File: src/hw/exec_defines.svh
`ifndef EXEC_DEFINES_SVH
`define EXEC_DEFINES_SVH

`define EXEC_DATA_W 32
`define REG_AW      5
`define LP_REG      5'd30 // Link register.

`define ALU_OP_W  3
`define ALUSRC2_W 2
`define IMM_SEL_W 3
`define WRREG_W   2

// ~~~~~~~~~~~~~~~~~~~~~~~~~~~~~~
// Opcodes, instruction bits 30:25
`define OP_ADD   6'h00
`define OP_SUB   6'h01
`define OP_OR    6'h02
`define OP_ADDI  6'h08
`define OP_ORI   6'h09
`define OP_SLLI  6'h0a
`define OP_MOVI  6'h10
`define OP_SETHI 6'h11
`define OP_LWI   6'h18
`define OP_LW    6'h19
`define OP_JAL   6'h20

// ~~~~~~~~~~~~~~~~~~~~~~~~~~~~~~
// Mux select codes
`define ALUSRC2_RBDATA 2'd0
`define ALUSRC2_IMM    2'd1
`define ALUSRC2_LSWI   2'd2 // Word offset.
`define ALUSRC2_LSW    2'd3 // Scaled index.

`define IMM_5BIT_ZE  3'd0
`define IMM_15BIT_SE 3'd1
`define IMM_15BIT_ZE 3'd2
`define IMM_20BIT_SE 3'd3
`define IMM_20BIT_HI 3'd4

`define MADDR_ALURESULT 1'b0
`define MADDR_RADATA    1'b1

`define WRADDR_RT 1'b0
`define WRADDR_LP 1'b1

`define WRREG_ALURESULT 2'd0
`define WRREG_IMMDATA   2'd1
`define WRREG_MEM       2'd2
`define WRREG_PC        2'd3

`define ALU_ADD   3'd0
`define ALU_SUB   3'd1
`define ALU_OR    3'd2
`define ALU_SLL   3'd3
`define ALU_PASS2 3'd4

`endif

File: src/hw/exec_pkg.sv
`include "exec_defines.svh"

package exec_pkg;

	typedef logic [`EXEC_DATA_W-1:0] word_t;
	typedef logic [`REG_AW-1:0]      reg_addr_t;
	typedef logic [`ALU_OP_W-1:0]    alu_op_t;
	typedef logic [`ALUSRC2_W-1:0]   src2_sel_t;
	typedef logic [`IMM_SEL_W-1:0]   imm_sel_t;
	typedef logic [`WRREG_W-1:0]     wrreg_sel_t;

	// Decoded control.
	typedef struct packed {
		alu_op_t    alu_op;
		src2_sel_t  sel_alu_src2;
		imm_sel_t   sel_imm_extend;
		logic       sel_mem_addr;
		logic       sel_write_reg_addr;
		wrreg_sel_t sel_write_reg;
		logic       mem_read;
		logic       reg_write;
	} dec_ctrl_t;

	// Raw instruction fields.
	typedef struct packed {
		reg_addr_t   rt;
		reg_addr_t   ra;
		reg_addr_t   rb;
		logic [1:0]  sv;
		logic [4:0]  imm5;
		logic [14:0] imm15;
		logic [19:0] imm20;
	} dec_fields_t;

	// Write-back stage bundle.
	typedef struct packed {
		word_t     alu_result;
		word_t     imm_extend;
		word_t     ra_data;
		word_t     pc;
		dec_ctrl_t ctrl;
		reg_addr_t rt;
	} ex_stage_t;

endpackage

File: src/hw/inst_decoder.sv
`timescale 1ns/1ps
`include "exec_defines.svh"

module inst_decoder import exec_pkg::*; (
	input  word_t       inst,
	output dec_ctrl_t   ctrl,
	output dec_fields_t fields
);

	logic [5:0] opcode;

	assign opcode = inst[30:25];

	assign fields.rt    = inst[24:20];
	assign fields.ra    = inst[19:15];
	assign fields.rb    = inst[14:10];
	assign fields.sv    = inst[9:8];
	assign fields.imm5  = inst[14:10];
	assign fields.imm15 = inst[14:0];
	assign fields.imm20 = inst[19:0];

	always_comb begin
		ctrl = '0; // No write, no load.
		case (opcode)
			`OP_ADD, `OP_SUB, `OP_OR: begin
				ctrl.alu_op = (opcode == `OP_ADD) ? `ALU_ADD :
				              (opcode == `OP_SUB) ? `ALU_SUB : `ALU_OR;
				ctrl.sel_alu_src2 = `ALUSRC2_RBDATA;
				ctrl.reg_write    = 1'b1;
			end
			`OP_ADDI, `OP_ORI, `OP_SLLI: begin
				ctrl.alu_op = (opcode == `OP_ADDI) ? `ALU_ADD :
				              (opcode == `OP_ORI) ? `ALU_OR : `ALU_SLL;
				ctrl.sel_imm_extend = (opcode == `OP_ADDI) ? `IMM_15BIT_SE :
				                      (opcode == `OP_ORI) ? `IMM_15BIT_ZE : `IMM_5BIT_ZE;
				ctrl.sel_alu_src2 = `ALUSRC2_IMM;
				ctrl.reg_write    = 1'b1;
			end
			`OP_MOVI, `OP_SETHI: begin
				ctrl.alu_op = `ALU_PASS2;
				ctrl.sel_imm_extend = (opcode == `OP_MOVI) ? `IMM_20BIT_SE : `IMM_20BIT_HI;
				ctrl.sel_alu_src2   = `ALUSRC2_IMM;
				ctrl.sel_write_reg  = `WRREG_IMMDATA;
				ctrl.reg_write      = 1'b1;
			end
			`OP_LWI, `OP_LW: begin
				ctrl.alu_op = `ALU_ADD; // Base plus offset.
				ctrl.sel_alu_src2 = (opcode == `OP_LWI) ? `ALUSRC2_LSWI : `ALUSRC2_LSW;
				ctrl.sel_mem_addr  = `MADDR_ALURESULT;
				ctrl.sel_write_reg = `WRREG_MEM;
				ctrl.mem_read      = 1'b1;
				ctrl.reg_write     = 1'b1;
			end
			`OP_JAL: begin
				ctrl.sel_write_reg_addr = `WRADDR_LP;
				ctrl.sel_write_reg      = `WRREG_PC;
				ctrl.reg_write          = 1'b1;
			end
			default: begin
				ctrl = '0;
			end
		endcase
	end

endmodule

File: src/hw/reg_file.sv
`timescale 1ns/1ps
`include "exec_defines.svh"

module reg_file import exec_pkg::*; (
	input  logic      clk,
	input  logic      rst_n,
	input  reg_addr_t ra_addr,
	input  reg_addr_t rb_addr,
	output word_t     ra_data,
	output word_t     rb_data,
	input  logic      we,
	input  reg_addr_t wr_addr,
	input  word_t     wr_data
);

	localparam int DEPTH = 1 << `REG_AW;

	word_t regs [0:DEPTH-1];
	logic  wr_en;

	assign wr_en = we && (wr_addr != '0); // r0 stays zero.

	always_ff @(posedge clk or negedge rst_n) begin
		if (!rst_n) begin
			for (int i = 0; i < DEPTH; i++) begin
				regs[i] <= '0;
			end
		end else if (wr_en) begin
			regs[wr_addr] <= wr_data;
		end
	end

	// Write-first, so a read in the write cycle sees the new value.
	assign ra_data = (wr_en && wr_addr == ra_addr) ? wr_data : regs[ra_addr];
	assign rb_data = (wr_en && wr_addr == rb_addr) ? wr_data : regs[rb_addr];

endmodule

File: src/hw/operand_muxes.sv
`timescale 1ns/1ps
`include "exec_defines.svh"

module operand_muxes import exec_pkg::*; (
	input  src2_sel_t   sel_alu_src2,
	input  imm_sel_t    sel_imm_extend,
	input  logic [1:0]  sv,
	input  word_t       rb_data,
	input  word_t       rt_data,
	input  logic [4:0]  imm5,
	input  logic [14:0] imm15,
	input  logic [19:0] imm20,
	output word_t       imm_extend,
	output word_t       alu_src2
);

	always_comb begin
		case (sel_imm_extend)
			`IMM_5BIT_ZE: begin
				imm_extend = {27'b0, imm5};
			end
			`IMM_15BIT_SE: begin
				imm_extend = {{17{imm15[14]}}, imm15};
			end
			`IMM_15BIT_ZE: begin
				imm_extend = {17'b0, imm15};
			end
			`IMM_20BIT_SE: begin
				imm_extend = {{12{imm20[19]}}, imm20};
			end
			`IMM_20BIT_HI: begin
				imm_extend = {imm20, 12'b0}; // Upper bits, low zero.
			end
			default: begin
				imm_extend = '0;
			end
		endcase
	end

	always_comb begin
		case (sel_alu_src2)
			`ALUSRC2_RBDATA: begin
				alu_src2 = rb_data;
			end
			`ALUSRC2_IMM: begin
				alu_src2 = imm_extend;
			end
			`ALUSRC2_LSWI: begin
				alu_src2 = {{15{imm15[14]}}, imm15, 2'b00}; // Byte offset.
			end
			`ALUSRC2_LSW: begin
				alu_src2 = rb_data << sv;
			end
			default: begin
				alu_src2 = rt_data;
			end
		endcase
	end

endmodule

File: src/hw/exec_alu.sv
`timescale 1ns/1ps
`include "exec_defines.svh"

module exec_alu import exec_pkg::*; (
	input  alu_op_t op,
	input  word_t   src1,
	input  word_t   src2,
	output word_t   result
);

	always_comb begin
		case (op)
			`ALU_ADD: begin
				result = src1 + src2;
			end
			`ALU_SUB: begin
				result = src1 - src2;
			end
			`ALU_OR: begin
				result = src1 | src2;
			end
			`ALU_SLL: begin
				result = src1 << src2[4:0]; // Low five bits only.
			end
			`ALU_PASS2: begin
				result = src2;
			end
			default: begin
				result = '0;
			end
		endcase
	end

endmodule

File: src/hw/writeback_select.sv
`timescale 1ns/1ps
`include "exec_defines.svh"

module writeback_select import exec_pkg::*; (
	input  logic       sel_mem_addr,
	input  logic       sel_write_reg_addr,
	input  wrreg_sel_t sel_write_reg,
	input  word_t      alu_result,
	input  word_t      ra_data,
	input  word_t      imm_extend,
	input  word_t      mem_rdata,
	input  word_t      pc,
	input  reg_addr_t  rt,
	output word_t      mem_addr,
	output word_t      wr_data,
	output reg_addr_t  wr_addr
);

	assign mem_addr = (sel_mem_addr == `MADDR_RADATA) ? ra_data : alu_result;

	assign wr_addr = (sel_write_reg_addr == `WRADDR_LP) ? `LP_REG : rt;

	always_comb begin
		case (sel_write_reg)
			`WRREG_ALURESULT: begin
				wr_data = alu_result;
			end
			`WRREG_IMMDATA: begin
				wr_data = imm_extend;
			end
			`WRREG_MEM: begin
				wr_data = mem_rdata;
			end
			`WRREG_PC: begin
				wr_data = pc + 32'd4; // Return address.
			end
			default: begin
				wr_data = '0;
			end
		endcase
	end

endmodule

File: src/hw/exec_slice.sv
`timescale 1ns/1ps
`include "exec_defines.svh"

module exec_slice import exec_pkg::*; (
	input  logic      clk,
	input  logic      rst_n,
	input  logic      in_valid,
	input  word_t     in_inst,
	input  word_t     in_pc,
	output logic      mem_re,
	output word_t     mem_addr,
	input  word_t     mem_rdata,
	output logic      wb_valid,
	output reg_addr_t wb_addr,
	output word_t     wb_data
);

	dec_ctrl_t   dec_ctrl;
	dec_fields_t dec_fields;
	word_t       rf_ra_data;
	word_t       rf_rb_data;

	logic        s1_valid;
	dec_ctrl_t   s1_ctrl;
	dec_fields_t s1_fields;
	word_t       s1_ra_data;
	word_t       s1_rb_data;
	word_t       s1_pc;

	word_t       imm_extend;
	word_t       alu_src2;
	word_t       alu_result;

	logic        ex_valid;
	ex_stage_t   ex;

	// ~~~~~~~~~~~~~~~~~~~~~~~~~~~~~~
	// Stage 1, decode and read
	inst_decoder u_dec (
		.inst   (in_inst),
		.ctrl   (dec_ctrl),
		.fields (dec_fields)
	);

	reg_file u_rf (
		.clk     (clk),
		.rst_n   (rst_n),
		.ra_addr (dec_fields.ra),
		.rb_addr (dec_fields.rb),
		.ra_data (rf_ra_data),
		.rb_data (rf_rb_data),
		.we      (wb_valid),
		.wr_addr (wb_addr),
		.wr_data (wb_data)
	);

	always_ff @(posedge clk or negedge rst_n) begin
		if (!rst_n) begin
			s1_valid <= 1'b0;
			ex_valid <= 1'b0;
		end else begin
			s1_valid <= in_valid;
			ex_valid <= s1_valid;
		end
	end

	always_ff @(posedge clk) begin
		if (in_valid) begin
			s1_ctrl    <= dec_ctrl;
			s1_fields  <= dec_fields;
			s1_ra_data <= rf_ra_data;
			s1_rb_data <= rf_rb_data;
			s1_pc      <= in_pc;
		end
	end

	// ~~~~~~~~~~~~~~~~~~~~~~~~~~~~~~
	// Stage 2, execute and address
	operand_muxes u_opmux (
		.sel_alu_src2   (s1_ctrl.sel_alu_src2),
		.sel_imm_extend (s1_ctrl.sel_imm_extend),
		.sv             (s1_fields.sv),
		.rb_data        (s1_rb_data),
		.rt_data        (s1_rb_data), // Port B doubles as rt source.
		.imm5           (s1_fields.imm5),
		.imm15          (s1_fields.imm15),
		.imm20          (s1_fields.imm20),
		.imm_extend     (imm_extend),
		.alu_src2       (alu_src2)
	);

	exec_alu u_alu (
		.op     (s1_ctrl.alu_op),
		.src1   (s1_ra_data),
		.src2   (alu_src2),
		.result (alu_result)
	);

	writeback_select u_maddr_sel (
		.sel_mem_addr       (s1_ctrl.sel_mem_addr),
		.sel_write_reg_addr (s1_ctrl.sel_write_reg_addr),
		.sel_write_reg      (s1_ctrl.sel_write_reg),
		.alu_result         (alu_result),
		.ra_data            (s1_ra_data),
		.imm_extend         (imm_extend),
		.mem_rdata          (mem_rdata),
		.pc                 (s1_pc),
		.rt                 (s1_fields.rt),
		.mem_addr           (mem_addr),
		.wr_data            (),
		.wr_addr            ()
	);

	assign mem_re = s1_valid && s1_ctrl.mem_read; // Read issues here.

	always_ff @(posedge clk) begin
		if (s1_valid) begin
			ex.alu_result <= alu_result;
			ex.imm_extend <= imm_extend;
			ex.ra_data    <= s1_ra_data;
			ex.pc         <= s1_pc;
			ex.ctrl       <= s1_ctrl;
			ex.rt         <= s1_fields.rt;
		end
	end

	// ~~~~~~~~~~~~~~~~~~~~~~~~~~~~~~
	// Stage 3, write-back
	writeback_select u_wb_sel (
		.sel_mem_addr       (ex.ctrl.sel_mem_addr),
		.sel_write_reg_addr (ex.ctrl.sel_write_reg_addr),
		.sel_write_reg      (ex.ctrl.sel_write_reg),
		.alu_result         (ex.alu_result),
		.ra_data            (ex.ra_data),
		.imm_extend         (ex.imm_extend),
		.mem_rdata          (mem_rdata), // Returned one cycle after mem_re.
		.pc                 (ex.pc),
		.rt                 (ex.rt),
		.mem_addr           (),
		.wr_data            (wb_data),
		.wr_addr            (wb_addr)
	);

	assign wb_valid = ex_valid && ex.ctrl.reg_write;

endmodule

File: config.mk
export PLATFORM = sky130hd
export DESIGN_NAME = exec_slice
export DESIGN_NICKNAME = d
export VERILOG_FILES = /design/src/hw/exec_pkg.sv /design/src/hw/inst_decoder.sv /design/src/hw/reg_file.sv /design/src/hw/operand_muxes.sv /design/src/hw/exec_alu.sv /design/src/hw/writeback_select.sv /design/src/hw/exec_slice.sv
export VERILOG_INCLUDE_DIRS = /design/src /design/src/hw
export SDC_FILE = /design/constraint.sdc
export NUM_CORES = 2
export LEC_CHECK = 0
export BUFFER_PORTS_ARGS = -buffer_cell sky130_fd_sc_hd__buf_4
export CAP_MARGIN = 20
export CORE_MARGIN = 4
export CORE_UTILIZATION = 45
export DETAILED_ROUTE_END_ITERATION = 10
export GPL_TIMING_DRIVEN = 0
export HOLD_SLACK_MARGIN = 0.06
export SETUP_SLACK_MARGIN = 0.4
export SLEW_MARGIN = 5
export SYNTH_ARGS = -nofsm -noshare
export SYNTH_HDL_FRONTEND = slang
export SYNTH_SLANG_ARGS = --single-unit
File: constraint.sdc
create_clock -name clk -period 5.1 [get_ports clk]
set_input_delay 0 -clock clk [delete_from_list [all_inputs] [get_ports clk]]
set_output_delay 0 -clock clk [all_outputs]
set_load 0.005 [all_outputs]
Yosys cells after proc, flatten, opt, wreduce, memory -nomap -nowiden:

Index checks and enable logic that the tools add are counted.

* logic and storage cells: 142
* bits of input ports: 99
* bits in registers: 1287
* output and inout port bits: 71

* bitwise operators: 4
* order comparisons: 4
* shift-type cells: 2
* add/subtract/negate cells: 3
* eq/ne operators: 26
* mux-type cells: 30
* reduce and logical (&&, ||, !) cells: 17

Operator list (count)
* bitwise mux 1024 bit: 1
* binary-select mux 32 bit (select 5 bit): 2
* one-hot mux 32 bit (5 select lines): 2
* one-hot mux 32 bit (4 select lines): 2
* two-way mux 32 bit: 7
* demux 32 bit (select 5 bit): 1
* adder 32 x 3 -> 32 bit (second input constant): 1
* adder 32 bit: 1
* bitwise OR 32 bit: 1
* << shifter 32 x 2 -> 32 bit: 1
* << shifter 32 x 5 -> 32 bit: 1
* subtractor 32 bit: 1
* == test 6 x 5 -> 1 bit (second input constant): 4
* one-hot mux 5 bit (4 select lines): 1
* == test 6 x 4 -> 1 bit (second input constant): 3
* >= comparator 6 bit (second input constant): 3
* NOT 5 -> 6 bit: 3
* == test 3 x 2 -> 1 bit (second input constant): 4
* two-way mux 3 bit: 4
* OR reduction 11 bit: 1
* == test 5 bit: 2
* == test 2 bit (second input constant): 4
* == test 3 x 1 -> 1 bit (second input constant): 2
* == test 3 bit (second input constant): 2
* other kinds (17): 32

Depth between registers and ports, before layout:

* word-level depth: 7
* gate-level depth with buffers: 23

Modules after synthesis:

Synthesis repeated with hierarchy kept, for this count alone.

* cell total of the unflattened synthesis: 5180
* area total of the unflattened synthesis: 73730.7 µm²

By module, submodules not included
* reg_file: cells each 3451, area each 53852.9 µm², seq. area each 25624.6 µm², times used 1
* exec_slice: cells each 299, area each 8921.1 µm², seq. area each 8908.5 µm², times used 1
* exec_alu: cells each 630, area each 4501.8 µm², seq. area each 0.0 µm², times used 1
* writeback_select: cells each 195, area each 1833.0 µm², seq. area each 0.0 µm², times used 2
* operand_muxes: cells each 314, area each 2089.5 µm², seq. area each 0.0 µm², times used 1
* inst_decoder: cells each 96, area each 699.4 µm², seq. area each 0.0 µm², times used 1

Worst setup path before layout:

Ideal clock, no wire load.

* kind: flip-flop to flip-flop
* from: register s1_ctrl[6] in the netlist's numbering
* to: register ex[145] (netlist name)
* setup time: 0.281 ns
* setup slack: -0.177 ns
* path buffers: 3
* required time: 4.819 ns
* data arrival time: 4.996 ns
* period minus slack after synthesis: 5.277 ns
* stages on the path, launching flop included: 23
* path through: edfxtp_1 -> clkbuf_1 -> o21ai_0 -> a211oi_2 -> nor2_4 -> buf_2 -> buf_2 -> ha_1 -> nand4_1 -> nor3_2 -> and3_4 -> a21oi_1 -> xnor2_1 -> ha_1 -> and4_1 -> and2_1 -> nand2_1 -> nor3_1 -> nor4_1 -> o21ai_0 -> a41oi_1 -> mux2i_1 -> nand3_1

* word-level cells in the longest chain between the ends: 5

RTL lines
* from (decl): RTL line exec_slice.sv:24 `dec_ctrl_t s1_ctrl;`
* from (signal assigned): RTL line exec_slice.sv:69 `s1_ctrl <= dec_ctrl;`
* == test 3 bit (tied with other cells): RTL line operand_muxes.sv:18 `case (sel_imm_extend)`
* one-hot mux 32 bit (5 select lines) (*): RTL line operand_muxes.sv:18
* one-hot mux 32 bit (4 select lines) (*): RTL line operand_muxes.sv:41 `case (sel_alu_src2)`
* subtractor 32 bit (tied with other cells): RTL line exec_alu.sv:17 `result = src1 - src2;`
* one-hot mux 32 bit (5 select lines) (*): RTL line exec_alu.sv:12 `case (op)`
* via mem_addr[30]: RTL line exec_slice.sv:11 `output word_t mem_addr,`

The timed path passes the listed nets; every way through them passes the cells marked *.
A chain may end at the register's enable or synchronous reset.

Worst setup path in the final report:

* from: register s1_fields[40] in the netlist's numbering
* to: output mem_addr[30]

* word-level cells in the longest chain between the ends: 4

RTL lines
* from (decl): RTL line exec_slice.sv:25 `dec_fields_t s1_fields;`
* from (signal assigned): RTL line exec_slice.sv:70 `s1_fields <= dec_fields;`
* << shifter 32 x 2 -> 32 bit (*): RTL line operand_muxes.sv:52 `alu_src2 = rb_data << sv;`
* one-hot mux 32 bit (4 select lines) (*): RTL line operand_muxes.sv:41
* subtractor 32 bit (tied with other cells): RTL line exec_alu.sv:17
* one-hot mux 32 bit (5 select lines) (*): RTL line exec_alu.sv:12
* to (decl): RTL line exec_slice.sv:11

Every way passes the cells marked *; elsewhere a longest branch is shown, timed or not.

==> reports/qor.csv <==
metric,value,unit
Syn Nets,6083,
Nets,6828,
Leakage,34.0,nW
Least-Margin Pin Slew,1270,ps
Gate power share,29.1,%
Clk pwr share,30.6,%
"slowest stage delay, CP",550,ps
number of vias per cell,6.53,
fmax,0.167,GHz
Worst VDD drop,0.347,mV
most common cell in the netlist,nand2_1,
fin crit share,117,%
worst path arrival time,5980,ps
status,"finished, violations left",
Synth Area in Compound Gates,12.6,%
Layout Utilization,55.5,%
Final GP Congestion,1.03,
port bufs,165,
worst-path cell chain,"buf_8, mux2i_4, o22ai_2, o32ai_4, nand4_1, buf_4, buf_6, nor3_4, inv_1, o21ai_1, xor2_1, ha_1, and3_4, a211oi_4, o211a_1, a211oi_2, nor4_2, buf_4, o21ai_4, a41oi_2, mux2i_1, nand3_2, buf_6",
max_cap viols,0,
HPWL Detailed,209000,um
post-synthesis mux area share,23.5,%
Area Overhead vs Synth,22.4,%
Slew HR,15.2,%
Synth top area share,37.8,%
clock sinks,1265,
# rows,142,
largest family of logic cells by synthesized area,multiplexers,
CTS tree,done,
DRC,0,
initial antenna violation count,13,
Final ANT Viol Nets,0,
post-route cell area,83200,um2
synth cell count leaders,"nand2_1 (1,138), o21ai_0 (1,050), dfrtp_1 (1,026)",
"Distinct cells, synth",92,
die width,397,um
Startpoint Class,flop,
DIE HEIGHT,397,um
placed instance count,8182,
XOR/XNOR Fraction of Synth Area,1.24,%
"EDFF count, synth",239,
failing checks,setup timing,
Synth area leader,dfrtp_1,
register bit total from synthesis,1265,
Filler cells,12748,
first-pass GRT wire length,409000,um
TNS Setup,-20370,ps
hold crit path type,input port to flop,
Core ar.,150000,um2
main flop type after synthesis,dfrtp_1,
"Max FO, Critical Path",5,
cts bufs inserted,144,
"worst slack, placed",-1680,ps
share of post-route cells with drive strength above 1,24.2,%
final setup fails,45,
critical path class,flop to primary output,
sequential area share after synthesis,48.3,%
root buffer cell,clkbuf_16,
via count,57684,
Reg power frac,40.3,%
internal power,23.3,mW
Top-Level Pins,170,
Tmin final,5980,ps
Post-Syn Area,68000,um2
PD cells,423,nW/um2
clk_lat worst skew,830,ps
starting density of the core,45.3,%
die area,157000,um2
NetSw,11.9,mW
Synth area leaders,"dfrtp_1 (38%), mux4_2 (21%), edfxtp_1 (11%), o21ai_0 (7.7%), nand2_1 (6.3%)",
"reg-to-reg slack, setup",-820,ps
Synth Area in Adders,0.729,%
sw frac,33.8,%
Worst path slowest cell,edfxtp_1,
Simple-Gate Fraction of Synth Area,9.92,%
Final Instance Count excl. Fillers,8828,
Post-Syn Instances,5945,
DRT Pass-1 Iters,7,
Yosys warnings,0,
RSZ-0062 raised after global routing,true,
Critical Path Sink Type,primary output,
H-tree levels,4,
clock slew at reported path FFs,60,ps
total track usage,36.3,%
WL/cell,32.6,um
largest net degree at the start of global routing,170,
vias in the first global route,56578,
Max clock buf depth,3,
max-slew violations,0,
Final WS setup,-884,ps
global route overflow,0,
CP Buf/Inv Count,6,
Mean Syn Cell Area,11.4,um2
fraction of registers with async set/reset,81.1,%
endpoints failing hold,0,
final setup skew,40.9,ps
CP top delay family,compound AO/OA/AOI/OAI gates,
WL final,288000,um
Post-DP Area,72800,um2
Crit path required time,5100,ps
initial drt markers,7518,
[area by class of cell]
| cell class | count | area (um2) | area share [%] |
|---|---|---|---|
| diodes | 5 | 12.5 | 0.0150 |
| plain buffers | 582 | 2540 | 3.06 |
| clock buffers | 201 | 4130 | 4.97 |
| clock inverters | 62 | 772 | 0.928 |
| inverters | 61 | 234 | 0.281 |
| multi-input cells | 4037 | 34300 | 41.3 |
| flip-flops and latches | 1265 | 32900 | 39.5 |
| well taps | 2016 | 2520 | 3.03 |
| repair buffers | 599 | 5790 | 6.96 |
[placed cells by master, fill, tap and decap left out, types with 15 or more instances in the layout]
cell type	synthesis	layout
a211oi_1	74	69
a21o_1	17	15
a21oi_1	214	165
a21oi_2	1	37
a31oi_1	20	15
and2_1	19	17
and3_1	24	21
buf_1	59	55
buf_2	25	17
buf_4	8	301
buf_6	5	98
buf_8	2	47
clkbuf_1	483	492
clkbuf_16	0	149
clkbuf_8	0	26
clkinv_2	0	25
dfrtp_1	1026	1025
dlygate4sd3_1	0	160
edfxtp_1	239	239
ha_1	38	28
inv_1	59	58
mux2_2	21	21
mux2i_1	128	116
mux4_2	640	640
nand2_1	1138	1131
nand3_1	60	54
nor2_1	134	127
nor2b_1	78	77
nor3_1	22	19
o21ai_0	1050	1019
o22ai_1	26	16
xnor2_1	53	37
xor2_1	43	33
[sequential cells by signal, summed over array words and instances (netlist names)]
register / cells
u_rf.regs: 1024
s1_ctrl: 13
s1_rb_data: 32
s1_ra_data: 32
s1_valid: 1
s1_pc: 32
ex: 105
s1_fields: 25
ex_valid: 1
[per-stage QoR]
| step | power (mW) | hold WS, ps |
|---|---|---|
| floorplan | 19.1 | -296 |
| global placement | 22.5 | 180 |
| detailed placement | 22.9 | -124 |
| CTS | 34.4 | 69.3 |
| global route | 36.4 | 119 |
| finish | 35.2 | 140 |
[final timing paths]
check | from | end | cells past startpoint
setup / recovery | s1_fields[40] | mem_addr[30] | 23
hold / removal | in_inst[17] | s1_fields[17] | 2
setup reg to reg | s1_fields[40] | ex[145] | 27
hold reg to reg | s1_pc[7] | ex[26] | 0
max in group asynchronous | rst_n | s1_valid | 6
min in group asynchronous | rst_n | u_rf.regs[315] | 4
[per-layer routing]
layer	GRT usage [%]	vias up	wire length, um
met5	0	-	32
met2	53.7	3853	126000
met1	46.9	29438	104000
met3	10.4	953	32900
met4	24.1	4	24800
li1	-	23436	-
[power groups by stage]
stage	sequential (mW)	combinational [mW]	clock, mW
after floorplan	13.6	5.54	0
after global placement	14.1	8.45	0
after detailed placement	14.2	8.74	0
after CTS	14.0	9.56	10.8
after global routing	14.4	10.8	11.3
final	14.2	10.2	10.8
[cells by family after synthesis]
logic type                 Yosys count
AOI/OAI and AO/OA                 1538
xor gates and xnor gates            96
adders and majority gates           39
buffers and inverters              643
DFF                               1265
muxes                              791
and+or+nand+nor                   1573
[timing repair]
action	in CTS	in global routing
resized for setup	309	137
pin swaps	120	78
gates cloned	2	0
endpoints found under the setup margin	62	65
hold buffers	161	0
endpoints found under the hold margin	665	0
buffers inserted	145	51
Note: power is estimated with default switching activity, not from simulation.
